===== src/ros2_cfg_pkg.sv =====
package ros2_cfg_pkg;

    // buffer geometry.
    localparam int RXBUF_AWIDTH = 6;
    localparam int TXBUF_AWIDTH = 6;
    localparam int WORD_WIDTH   = 32;

    // the UDP size sits in the upper half of this receive word.
    localparam int                      SIZE_WIDTH     = 16;
    localparam logic [RXBUF_AWIDTH-1:0] SIZE_WORD_ADDR = RXBUF_AWIDTH'(1);

    // size thresholds for the LEDs.
    localparam logic [SIZE_WIDTH-1:0] LED_R_MAX = 16'd10;
    localparam logic [SIZE_WIDTH-1:0] LED_G_MAX = 16'd20;

    // fixed transmit record served to the engine.
    localparam int TX_RECORD_LEN = 5;
    localparam logic [WORD_WIDTH-1:0] TX_RECORD [TX_RECORD_LEN] = '{
        32'h0a01a8c0,
        32'h045704d2,
        32'h00000007,
        32'h626f6f66,
        32'h000a7261
    };

endpackage


===== src/buf_arb_pkg.sv =====
package buf_arb_pkg;

    // holder of the shared application data.
    typedef enum logic [1:0] {
        GRANT_NONE   = 2'b00,
        GRANT_ENGINE = 2'b01,
        GRANT_HOST   = 2'b10
    } app_grant_t;

    // owner of a two-sided buffer.
    typedef enum logic {
        OWNER_ENGINE = 1'b0,
        OWNER_HOST   = 1'b1
    } buf_owner_t;

endpackage


===== src/rxbuf_wr_if.sv =====
`timescale 1ns/1ps

interface rxbuf_wr_if
    import ros2_cfg_pkg::*;
();

    logic [RXBUF_AWIDTH-1:0] addr;
    logic                    ce;
    logic                    we;
    logic [WORD_WIDTH-1:0]   wdata;

    // engine side writes the buffer.
    modport engine (
        output addr,
        output ce,
        output we,
        output wdata
    );

    // host side snoops the writes.
    modport host (
        input addr,
        input ce,
        input we,
        input wdata
    );

endinterface


===== src/app_data_arbiter.sv =====
`timescale 1ns/1ps

module app_data_arbiter
    import buf_arb_pkg::*;
(
    input  logic clk,
    input  logic rst_n,
    input  logic ip_req,
    input  logic ip_rel,
    input  logic cpu_req,
    input  logic cpu_rel,
    output logic ip_grant,
    output logic cpu_grant
);

    app_grant_t grant_q;

    always_ff @(posedge clk) begin
        if (!rst_n) begin
            grant_q <= GRANT_NONE;
        end else begin
            case (grant_q)
                GRANT_NONE: begin
                    // engine wins a tie.
                    if (ip_req) begin
                        grant_q <= GRANT_ENGINE;
                    end else if (cpu_req) begin
                        grant_q <= GRANT_HOST;
                    end
                end
                GRANT_ENGINE: begin
                    if (ip_rel) begin
                        grant_q <= GRANT_NONE;
                    end
                end
                GRANT_HOST: begin
                    if (cpu_rel) begin
                        grant_q <= GRANT_NONE;
                    end
                end
                default: begin
                    grant_q <= GRANT_NONE;
                end
            endcase
        end
    end

    assign ip_grant  = (grant_q == GRANT_ENGINE);
    assign cpu_grant = (grant_q == GRANT_HOST);

endmodule


===== src/buf_owner_arbiter.sv =====
`timescale 1ns/1ps

module buf_owner_arbiter
    import buf_arb_pkg::*;
#(
    parameter buf_owner_t RESET_OWNER = OWNER_ENGINE
) (
    input  logic clk,
    input  logic rst_n,
    input  logic ip_rel,
    input  logic cpu_rel,
    output logic ip_grant,
    output logic cpu_grant
);

    buf_owner_t owner_q;

    // only the current owner can give the buffer away.
    always_ff @(posedge clk) begin
        if (!rst_n) begin
            owner_q <= RESET_OWNER;
        end else begin
            case (owner_q)
                OWNER_ENGINE: begin
                    if (ip_rel) begin
                        owner_q <= OWNER_HOST;
                    end
                end
                OWNER_HOST: begin
                    if (cpu_rel) begin
                        owner_q <= OWNER_ENGINE;
                    end
                end
                default: begin
                    owner_q <= RESET_OWNER;
                end
            endcase
        end
    end

    assign ip_grant  = (owner_q == OWNER_ENGINE);
    assign cpu_grant = (owner_q == OWNER_HOST);

endmodule


===== src/host_tx_agent.sv =====
`timescale 1ns/1ps

module host_tx_agent
    import ros2_cfg_pkg::*;
#(
    parameter int TX_PERIOD_LOG2 = 6
) (
    input  logic                    clk,
    input  logic                    rst_n,
    input  logic [TXBUF_AWIDTH-1:0] txbuf_addr,
    output logic                    cpu_rel,
    output logic [WORD_WIDTH-1:0]   txbuf_rdata
);

    localparam int REC_IDX_W = $clog2(TX_RECORD_LEN);

    logic [TX_PERIOD_LOG2:0] tx_cnt;
    logic [REC_IDX_W-1:0]    rec_idx;
    logic                    rec_hit;

    // period timer, one release pulse each time the top bit comes up.
    always_ff @(posedge clk) begin
        if (!rst_n) begin
            tx_cnt  <= '0;
            cpu_rel <= 1'b0;
        end else begin
            if (tx_cnt[TX_PERIOD_LOG2]) begin
                tx_cnt  <= '0;
                cpu_rel <= 1'b1;
            end else begin
                tx_cnt  <= tx_cnt + 1'b1;
                cpu_rel <= 1'b0;
            end
        end
    end

    assign rec_hit = (txbuf_addr < TXBUF_AWIDTH'(TX_RECORD_LEN));
    assign rec_idx = txbuf_addr[REC_IDX_W-1:0];

    // registered record lookup, zero past the last word.
    always_ff @(posedge clk) begin
        if (!rst_n) begin
            txbuf_rdata <= '0;
        end else if (rec_hit) begin
            txbuf_rdata <= TX_RECORD[rec_idx];
        end else begin
            txbuf_rdata <= '0;
        end
    end

endmodule


===== src/host_rx_agent.sv =====
`timescale 1ns/1ps

module host_rx_agent
    import ros2_cfg_pkg::*;
(
    input  logic            clk,
    input  logic            rst_n,
    input  logic            cpu_grant,
    rxbuf_wr_if.host        wr,
    output logic            cpu_rel,
    output logic            led_r,
    output logic            led_g,
    output logic            led_b
);

    logic [SIZE_WIDTH-1:0] last_rx_size;
    logic                  size_wr;

    // header write carrying the UDP size.
    assign size_wr = wr.ce && wr.we && (wr.addr == SIZE_WORD_ADDR);

    always_ff @(posedge clk) begin
        if (!rst_n) begin
            cpu_rel      <= 1'b0;
            last_rx_size <= '0;
        end else begin
            // hand the buffer straight back.
            cpu_rel <= cpu_grant;
            if (size_wr) begin
                last_rx_size <= wr.wdata[WORD_WIDTH-1 -: SIZE_WIDTH];
            end
        end
    end

    // zero size lights nothing.
    assign led_r = (last_rx_size != '0) && (last_rx_size <= LED_R_MAX);
    assign led_g = (last_rx_size > LED_R_MAX) && (last_rx_size <= LED_G_MAX);
    assign led_b = (last_rx_size > LED_G_MAX);

endmodule


===== src/ros2_buf_ctrl_top.sv =====
`timescale 1ns/1ps

module ros2_buf_ctrl_top
    import ros2_cfg_pkg::*;
    import buf_arb_pkg::*;
#(
    parameter int TX_PERIOD_LOG2 = 6
) (
    input  logic                    clk,
    input  logic                    rst_n,

    input  logic                    app_data_ip_req,
    input  logic                    app_data_ip_rel,
    input  logic                    app_data_cpu_req,
    input  logic                    app_data_cpu_rel,
    output logic                    app_data_ip_grant,
    output logic                    app_data_cpu_grant,

    input  logic                    rxbuf_ip_rel,
    input  logic [RXBUF_AWIDTH-1:0] rxbuf_addr,
    input  logic                    rxbuf_ce,
    input  logic                    rxbuf_we,
    input  logic [WORD_WIDTH-1:0]   rxbuf_wdata,
    output logic                    rxbuf_ip_grant,

    input  logic                    txbuf_ip_rel,
    input  logic [TXBUF_AWIDTH-1:0] txbuf_addr,
    output logic                    txbuf_ip_grant,
    output logic [WORD_WIDTH-1:0]   txbuf_rdata,

    output logic                    led_r,
    output logic                    led_g,
    output logic                    led_b
);

    logic rxbuf_cpu_rel;
    logic rxbuf_cpu_grant;
    logic txbuf_cpu_rel;

    rxbuf_wr_if rxbuf_wr ();

    // engine write port onto the interface.
    assign rxbuf_wr.addr  = rxbuf_addr;
    assign rxbuf_wr.ce    = rxbuf_ce;
    assign rxbuf_wr.we    = rxbuf_we;
    assign rxbuf_wr.wdata = rxbuf_wdata;

    app_data_arbiter app_data_arb (
        .clk      (clk),
        .rst_n    (rst_n),
        .ip_req   (app_data_ip_req),
        .ip_rel   (app_data_ip_rel),
        .cpu_req  (app_data_cpu_req),
        .cpu_rel  (app_data_cpu_rel),
        .ip_grant (app_data_ip_grant),
        .cpu_grant(app_data_cpu_grant)
    );

    buf_owner_arbiter #(
        .RESET_OWNER(OWNER_ENGINE)
    ) rxbuf_arb (
        .clk      (clk),
        .rst_n    (rst_n),
        .ip_rel   (rxbuf_ip_rel),
        .cpu_rel  (rxbuf_cpu_rel),
        .ip_grant (rxbuf_ip_grant),
        .cpu_grant(rxbuf_cpu_grant)
    );

    // host starts out holding the transmit buffer.
    buf_owner_arbiter #(
        .RESET_OWNER(OWNER_HOST)
    ) txbuf_arb (
        .clk      (clk),
        .rst_n    (rst_n),
        .ip_rel   (txbuf_ip_rel),
        .cpu_rel  (txbuf_cpu_rel),
        .ip_grant (txbuf_ip_grant),
        .cpu_grant()
    );

    host_tx_agent #(
        .TX_PERIOD_LOG2(TX_PERIOD_LOG2)
    ) tx_agent (
        .clk        (clk),
        .rst_n      (rst_n),
        .txbuf_addr (txbuf_addr),
        .cpu_rel    (txbuf_cpu_rel),
        .txbuf_rdata(txbuf_rdata)
    );

    host_rx_agent rx_agent (
        .clk      (clk),
        .rst_n    (rst_n),
        .cpu_grant(rxbuf_cpu_grant),
        .wr       (rxbuf_wr.host),
        .cpu_rel  (rxbuf_cpu_rel),
        .led_r    (led_r),
        .led_g    (led_g),
        .led_b    (led_b)
    );

endmodule


===== config.mk =====
export PLATFORM = sky130hd
export DESIGN_NAME = ros2_buf_ctrl_top
export DESIGN_NICKNAME = d
export VERILOG_FILES = /design/src/ros2_cfg_pkg.sv /design/src/buf_arb_pkg.sv /design/src/rxbuf_wr_if.sv /design/src/app_data_arbiter.sv /design/src/buf_owner_arbiter.sv /design/src/host_tx_agent.sv /design/src/host_rx_agent.sv /design/src/ros2_buf_ctrl_top.sv
export SDC_FILE = /design/constraint.sdc
export NUM_CORES = 1
export LEC_CHECK = 0
export ABC_AREA = 0
export BUFFER_PORTS_ARGS = -buffer_cell sky130_fd_sc_hd__buf_2
export CORE_MARGIN = 2
export CORE_UTILIZATION = 48
export CTS_CLUSTER_SIZE = 14
export DETAILED_ROUTE_END_ITERATION = 16
export PLACE_DENSITY = 0.86
export SETUP_SLACK_MARGIN = 0.5
export SYNTH_ARGS = -nofsm -noshare
export SYNTH_HDL_FRONTEND = slang
export SYNTH_HIERARCHICAL = 1
export SYNTH_SLANG_ARGS = --single-unit

===== constraint.sdc =====
create_clock -name clk -period 3.35 [get_ports clk]
set_clock_uncertainty 0.15 [all_clocks]
set_input_delay 0.5025 -clock clk [delete_from_list [all_inputs] [get_ports clk]]
set_output_delay 0.5025 -clock clk [all_outputs]
set_load 0.02 [all_outputs]

* Yosys cells after proc, flatten, opt, wreduce, memory -nomap -nowiden
Memories as Yosys holds them, arrays and structs flattened. A register that Yosys moved wholly into a read port is not among the register bits.
Cells that the tools add are included.
** Cells by class
- Add/sub/neg operators :: 1
- Reduce and logical (&&, ||, !) cells :: 10
- Order comparisons :: 5
- Eq/ne operators :: 6
- Mux-type cells :: 12
- Bitwise logic cells :: 4
** Operators with widths (count)
- $gt 16x4->1 const B :: 1
- $gt 16x5->1 const B :: 1
- $le 16x4->1 const B :: 1
- $le 16x5->1 const B :: 1
- $reduce_bool 16->1 :: 1
- $mux 2 :: 4
- $add 7x1->7 const B :: 1
- $eq 6x1->1 const B :: 1
- $lt 6x3->1 const B :: 1
- $pmux 2 s3 :: 1
- $mux 1 :: 5
- $logic_and 1x1->1 :: 4
- $ne 2x2->1 const B :: 2
- $not 3->4 :: 1
- $pmux 1 s2 :: 2
- $ne 3x3->1 const B :: 1
- $not 1->1 :: 3
- $reduce_and 3->1 :: 1
- $eq 2x1->1 const B :: 1
- $eq 2x2->1 const B :: 1
- $logic_not 2->1 :: 1
- $reduce_and 2->1 :: 1
- $reduce_or 2->1 :: 1
- $logic_not 1->1 :: 1
** Storage, ports and cells
- Memories kept :: 1
- Bits in read-only memories :: 256
- Input port bits :: 54
- Word-level logic and storage cells :: 46
- Output and inout port bits :: 39
- Flip-flop bits (word level) :: 29
** Memories
- (name not given) :: words 8, bits a word 32, rd ports 1, clocked after Yosys merged registers in 1, write ports 0, RTL line host_tx_agent.sv:45 : txbuf_rdata <= TX_RECORD[rec_idx];

* Longest topological paths before layout
Gate-level depths: netlist of the first run.
- Depth after elaboration :: 3
- Depth in mapped cells :: 4
- Gate-level depth less buffers :: 4

* By module
Netlist of the first run, hierarchy kept.
** Modules (own cells, without submodules)
- host_tx_agent :: instances 1, seq. area each 460.4 µm², area an instance 867.1 µm², cells each 88
- host_rx_agent :: instances 1, seq. area each 340.3 µm², area an instance 793.3 µm², cells each 85
- app_data_arbiter :: instances 1, seq. area each 40.0 µm², area an instance 105.1 µm², cells each 12
- buf_owner_arbiter at rxbuf_arb :: instances 1, seq. area each 20.0 µm², area an instance 55.1 µm², cells each 5
- buf_owner_arbiter at txbuf_arb :: instances 1, seq. area each 20.0 µm², area an instance 42.5 µm², cells each 4

* Least setup slack after synthesis of the first run
Ideal clock, no wire load.
- Path kind :: register to output
- Start :: reg rx_agent.last_rx_size[7]
- End :: out led_g
- Arrival :: 1.820 ns
- Slack :: 0.877 ns
- Cell stages (with the launch flop) :: 4
- Data required time :: 2.697 ns
- Path buffers :: 0
- Cell sequence :: dfxtp_1 nor4_1 nand3_1 a2111oi_0
** On the way
- Longest elaborated chain between the ends :: 2
- Elaborated cells between the ends (all ways) :: 3
- Those cells by class :: order compare: 2; reduce/logical: 1
** Ends and longest elaborated chain
- from (decl) :: RTL line host_rx_agent.sv:16 : logic [SIZE_WIDTH-1:0] last_rx_size;
- from (signal assigned) :: RTL line host_rx_agent.sv:30 : last_rx_size <= wr.wdata[WORD_WIDTH-1 -: SIZE_WIDTH];
- $gt 16x4->1 or $le 16x5->1 (tied branches) :: RTL line host_rx_agent.sv:37 : assign led_g = (last_rx_size > LED_R_MAX) && (last_rx_size <= LED_G_MAX);
- $logic_and 1x1->1 (*) :: RTL line host_rx_agent.sv:37
- to (decl) :: RTL line ros2_buf_ctrl_top.sv:32 : output logic led_g,
Every way passes the cells marked *; elsewhere a longest branch is shown, timed or not.

* Worst setup path in the final report of the first run
Ends and elaborated chain as after synthesis.

==> impl_metrics.ini, run 1 <==
[run_status]
status = complete, no violations

[detailed_routing]
drc = 0
initialDrtViolationCount = 58
antenna_left = 0
firstDrtPassIters = 4
via_per_inst = 4.747
vias = 1443
wl_um = 3401
wl_per_cell_um = 11.19

[pwr]
ir_drop_uv = 275.6
p_sw_frac = 0.2205
pwr-share-seq = 0.531
p_leak_nw = 1.126
p_clk_frac = 0.384
p_int_w = 0.0007909
switchingPower_w = 0.0002237
p_per_area_nw_per_um2 = 451.7
pwr-share-comb = 0.085

[cts]
clock_latency_ns = 0.29
cts-root-buf = clkbuf_8
htree_num_levels = 2
cts_tree = built
cts_setup_buffers = 0
path_clk_slew_ns = 0.07
cts_resized = 0
cts_sinks = 44
ctsHoldBuffers = 0
cts_made_buffers = 5
clockBufferDepth = 2

[timing]
period_share = 0.7189
max_freq_ghz = 0.4152
maxSlewViolCount = 0
rsz0062_at_grt = false
setup_viol = 0
setup_ws_ns = 0.9417
post-route-min-period_ns = 2.408
hold_viol = 0
tns_ns = 0

[floorplan]
fp.dieW_um = 66.30
dieArea_um2 = 4396
initial_core_util = 0.5051
rows = 22
io-pin-count = 93
dieHeight_um = 66.30
core_area_um2 = 3689

[worst_setup_path]
slowest_stage = a2111oi_0
crit_path_start_kind = flip-flop
crit_chain = nor4_1 > nand3_1 > a2111oi_0 > buf_2
worstSetupPathType = flip-flop to primary output
cp.arrival_ns = 1.76
required_ns = 2.70
critPathMaxFanout = 3
cp-end-kind = primary output
slowest_delay_ns = 0.41

[placement]
placed_area_um2 = 2138
io_buffers = 71
dp_cells = 296
gp_congestion = 0.7377
place_ws_ns = 1.247
hpwlAfterDp_um = 2548

[yosys]
synthCells = 194
ys_async_sr_fraction = 0
synth.distinct_cells = 38
ys_seq_area_frac = 0.4728
yosysWarningCount = 6
ys_seq_elements = 44
synth-main-ff-cell = dfxtp_1
synth_edf_count = 0
syn_area_um2 = 1863
avgSynthCellArea_um2 = 9.603

[worst_hold_path]
hold_path.class = input port to flip-flop

[finish]
fin_nets = 314
final_core_util = 0.6089
drive_gt1_frac = 0.3398
fillers = 319
layout_commonest_cell = buf_2
n_antenna_cell = 0
mostFrequentLayoutCells = buf_2 (71), dfxtp_1 (44), nand2_1 (34), mux2i_1 (16), nor2_1 (15)
instances_no_fill = 304
area.growth.synth_to_final_pct = 20.55
fin_area_um2 = 2246

[global_routing]
grt_pass1_wl_um = 5671
grt-ovfl-total = 0
grt_use_total = 0.1694
grt_max_degree = 41
grt_pass1_vias = 1358
antenna_found_initial = 0

[job]
max_cap_violations = 0
[path summary, 6_finish.rpt]
kind / start / cells past startpoint / slack [ns] / to
min: txbuf_addr[0] / 2 / 0.26 / tx_agent/txbuf_rdata[27]
max: rx_agent/last_rx_size[7] / 4 / 0.94 / led_g
min reg2reg: tx_agent/cpu_rel / 1 / 0.30 / txbuf_arb/cpu_grant
max reg2reg: tx_agent/tx_cnt[2] / 3 / 2.10 / tx_agent/tx_cnt[5]
[synthesized netlist by cell type (2+ instances only)]
cell,number,area share
inv_1,7,0.014
nand3_1,3,0.0081
mux2i_1,16,0.086
a21oi_1,8,0.021
nand2_1,34,0.069
nor3_1,4,0.011
dfxtp_1,44,0.47
nor4_1,3,0.010
clkbuf_1,4,0.0081
and2_1,2,0.0067
buf_4,17,0.069
ha_1,5,0.034
nand2b_1,7,0.024
nor2_1,15,0.030
xor2_1,2,0.0094
[per-layer routing]
layer / routed length (um) / GRT usage
met1: 1401 / 0.1911
met2: 1556 / 0.2850
met3: 398 / 0.05963
met4: 44 / 0.07653
met5: 0 / 0
[worst max-delay path, delay by kind of cell, from the launching register on]
kind                   cells  cell delay (ns)
AOI/OAI and AO/OA          1             0.41
buffers and inverters      1             0.24
DFF                        1             0.31
and+or+nand+nor            2             0.51
[power groups by stage]
stage | Sequential [W] | Clock (W) | Combinational (W)
finish | 0.000539 | 0.000389 | 0.0000867
global route | 0.000540 | 0.000422 | 0.0000968
CTS | 0.000539 | 0.000398 | 0.0000879
detailed placement | 0.000551 | 0 | 0.0000876
global placement | 0.000550 | 0 | 0.0000849
floorplan | 0.000552 | 0 | 0.0000533
[stage by stage]
| stage | power [W] | hold WS [ns] |
|---|---|---|
| after global placement | 0.0006351 | 0.2817 |
| after detailed placement | 0.0006384 | 0.2934 |
| after CTS | 0.001024 | 0.2510 |
| final | 0.001015 | 0.2555 |
| after floorplan | 0.0006055 | 0.2759 |
| after global routing | 0.001059 | 0.2738 |
[kinds of logic after synthesis]
group           after synthesis  share of synthesized area
compound gates               16                    0.05843
xor+xnor                      3                    0.01411
fa+ha+maj                     5                    0.03358
buf+inv                      29                     0.1014
flops                        44                     0.4728
mux                          16                    0.08596
other cells                   1                   0.002013
simple gates                 80                     0.2317
[registers in the layout, summed over array words and instances (netlist names)]
| name | cells |
|---|---|
| rxbuf_arb/cpu_grant | 1 |
| tx_agent/cpu_rel | 1 |
| rx_agent/last_rx_size | 16 |
| tx_agent/txbuf_rdata | 15 |
| app_data_arb/grant_q | 2 |
| txbuf_arb/cpu_grant | 1 |
| tx_agent/tx_cnt | 7 |
| rx_agent/cpu_rel | 1 |
[cell type report]
class	count	area, um^2	area share
clock buffers	6	72.57	0.03231
inverters	7	26.28	0.01170
well taps	48	60.06	0.02674
repair buffers	72	362.8	0.1616
clock inverters	2	35.03	0.01560
flip-flops and latches	44	880.8	0.3922
multi-input cells	125	808.3	0.3599
Power figures use the tool's default switching activity.
==> run 2: changes to the inputs <==
--- a/config.mk
+++ b/config.mk
@@ -8,10 +8,10 @@
 export ABC_AREA = 0
 export BUFFER_PORTS_ARGS = -buffer_cell sky130_fd_sc_hd__buf_2
 export CORE_MARGIN = 2
-export CORE_UTILIZATION = 48
+export CORE_UTILIZATION = 41
 export CTS_CLUSTER_SIZE = 14
 export DETAILED_ROUTE_END_ITERATION = 16
-export PLACE_DENSITY = 0.86
+export PLACE_DENSITY = 0.79
 export SETUP_SLACK_MARGIN = 0.5
 export SYNTH_ARGS = -nofsm -noshare
 export SYNTH_HDL_FRONTEND = slang
==> constraint.sdc (replaced) <==
create_clock -name clk -period 2.1 [get_ports clk]
set_clock_uncertainty 0.15 [all_clocks]
set_input_delay 0.315 -clock clk [delete_from_list [all_inputs] [get_ports clk]]
set_output_delay 0.315 -clock clk [all_outputs]
set_load 0.02 [all_outputs]
==> impl_metrics.ini, run 2 (synthesis results as in run 1) <==
[worst_setup_path]
crit_path_start_kind = flip-flop
cp-end-kind = primary output
critPathMaxFanout = 3
cp.arrival_ns = 1.49
reg2reg_depth = 3
required_ns = 1.63
worstSetupPathType = flip-flop to primary output

[worst_hold_path]
hold_path.class = input port to flip-flop
whs_path_depth = 2

[finish]
drive_gt1_frac = 0.3711
area.growth.synth_to_final_pct = 24.92
n_antenna_cell = 0
mostFrequentLayoutCells = buf_2 (68), dfxtp_1 (42), nand2_1 (34), mux2i_1 (16), nor2_1 (15)
multi_input_area_um2 = 870.8
ff_latch_area_um2 = 883.3
fillers = 399
top_regs = rx_agent/last_rx_size x16, tx_agent/txbuf_rdata x15, tx_agent/tx_cnt x7
fin_nets = 314
fin_area_um2 = 2327
layout_commonest_cell = buf_2
top_register = rx_agent/last_rx_size
largest_reg_flops = 16

[cts]
cts_made_buffers = 5
clockBufferDepth = 2
path_clk_slew_ns = 0.08
cts-root-buf = clkbuf_8
cts_setup_buffers = 0
cts_sinks = 44
clock_latency_ns = 0.28
htree_num_levels = 2
cts_tree = built

[floorplan]
io-pin-count = 93
rows = 24
dieArea_um2 = 5099
dieHeight_um = 71.41
core_area_um2 = 4354
fp.dieW_um = 71.41
initial_core_util = 0.4279

[detailed_routing]
vias = 1399
firstDrtPassIters = 4
antenna_left = 0
drc = 0
wl_um = 3298
initialDrtViolationCount = 37
via_per_inst = 4.542
wl_per_cell_um = 10.71

[timing]
hold_viol = 0
rsz0062_at_grt = true
whs_ns = 0.07136
max_freq_ghz = 0.5115
tns_ns = 0
post-route-min-period_ns = 1.955
setup_viol = 0
period_share = 0.9309
maxSlewViolCount = 0

[global_routing]
antenna_found_initial = 0
grt_pass1_wl_um = 5423
grt-ovfl-total = 0
grt_use_total = 0.1328
grt_pass1_vias = 1280
grt_max_degree = 40

[pwr]
p_leak_nw = 1.155
ir_drop_uv = 357.2
p_per_area_nw_per_um2 = 694.0

[placement]
hpwlAfterDp_um = 2455
placed_area_um2 = 2167
gp_congestion = 0.7640
io_buffers = 71

[job]
max_cap_violations = 0

[run_status]
status = complete, no violations
## run 2: area by class of cell
type                    count  share of cell area
inverters                   7             0.01129
clock inverters             2             0.01505
multi-input cells         125              0.3742
well taps                  52             0.02796
flip-flops and latches     44              0.3796
clock buffers               6             0.03118
repair buffers             72              0.1608
## run 2: final timing paths
| check | start | endpoint | slack, ns |
|---|---|---|---|
| worst max-delay path | rx_agent/last_rx_size[14] | led_b | 0.15 |
| worst min-delay path | txbuf_addr[0] | tx_agent/txbuf_rdata[27] | 0.07 |
| worst max register to register | tx_agent/tx_cnt[2] | tx_agent/tx_cnt[5] | 0.83 |
| worst min register to register | tx_agent/tx_cnt[6] | tx_agent/cpu_rel | 0.30 |
## run 2: layer usage
| layer | vias up | wire (um) | track usage |
|---|---|---|---|
| met2 | 44 | 1539 | 0.2099 |
| met4 | 0 | 8 | 0.04403 |
| met5 | - | 0 | 0 |
| met3 | 2 | 302 | 0.06188 |
| li1 | 736 | - | - |
| met1 | 617 | 1449 | 0.1602 |
## run 2: metrics by stage
step	cells	worst slack (ns)	util	total power, W
global route	308	0.05477	0.5345	0.001696
floorplan	198	0.4092	-	0.0009665
global placement	300	0.2314	0.4977	0.001014
detailed placement	300	0.1888	0.4977	0.001017
finish	308	0.1450	0.5345	0.001615
CTS	308	0.1201	0.5322	0.001639
## run 2: critical path: stages (launching register included)
cell     delay (ns)
dfxtp_2        0.34
nor4_4         0.29
nand3_2        0.17
a211o_1        0.28
buf_6          0.13
## run 2: timing repair
| item | CTS | global route |
|---|---|---|
| hold buffers | 0 | 0 |
| setup endpoints to repair | 3 | 3 |
| pin swaps | 4 | 1 |
| gates resized for setup | 10 | 2 |
## run 2: power by group
group	leakage [nW]	switching [W]	internal, W	total (W)
sequential	0.357	0.0000106	0.000848	0.000859
combinational	0.742	0.0000777	0.0000615	0.000139
clock	0.0552	0.000264	0.000353	0.000617
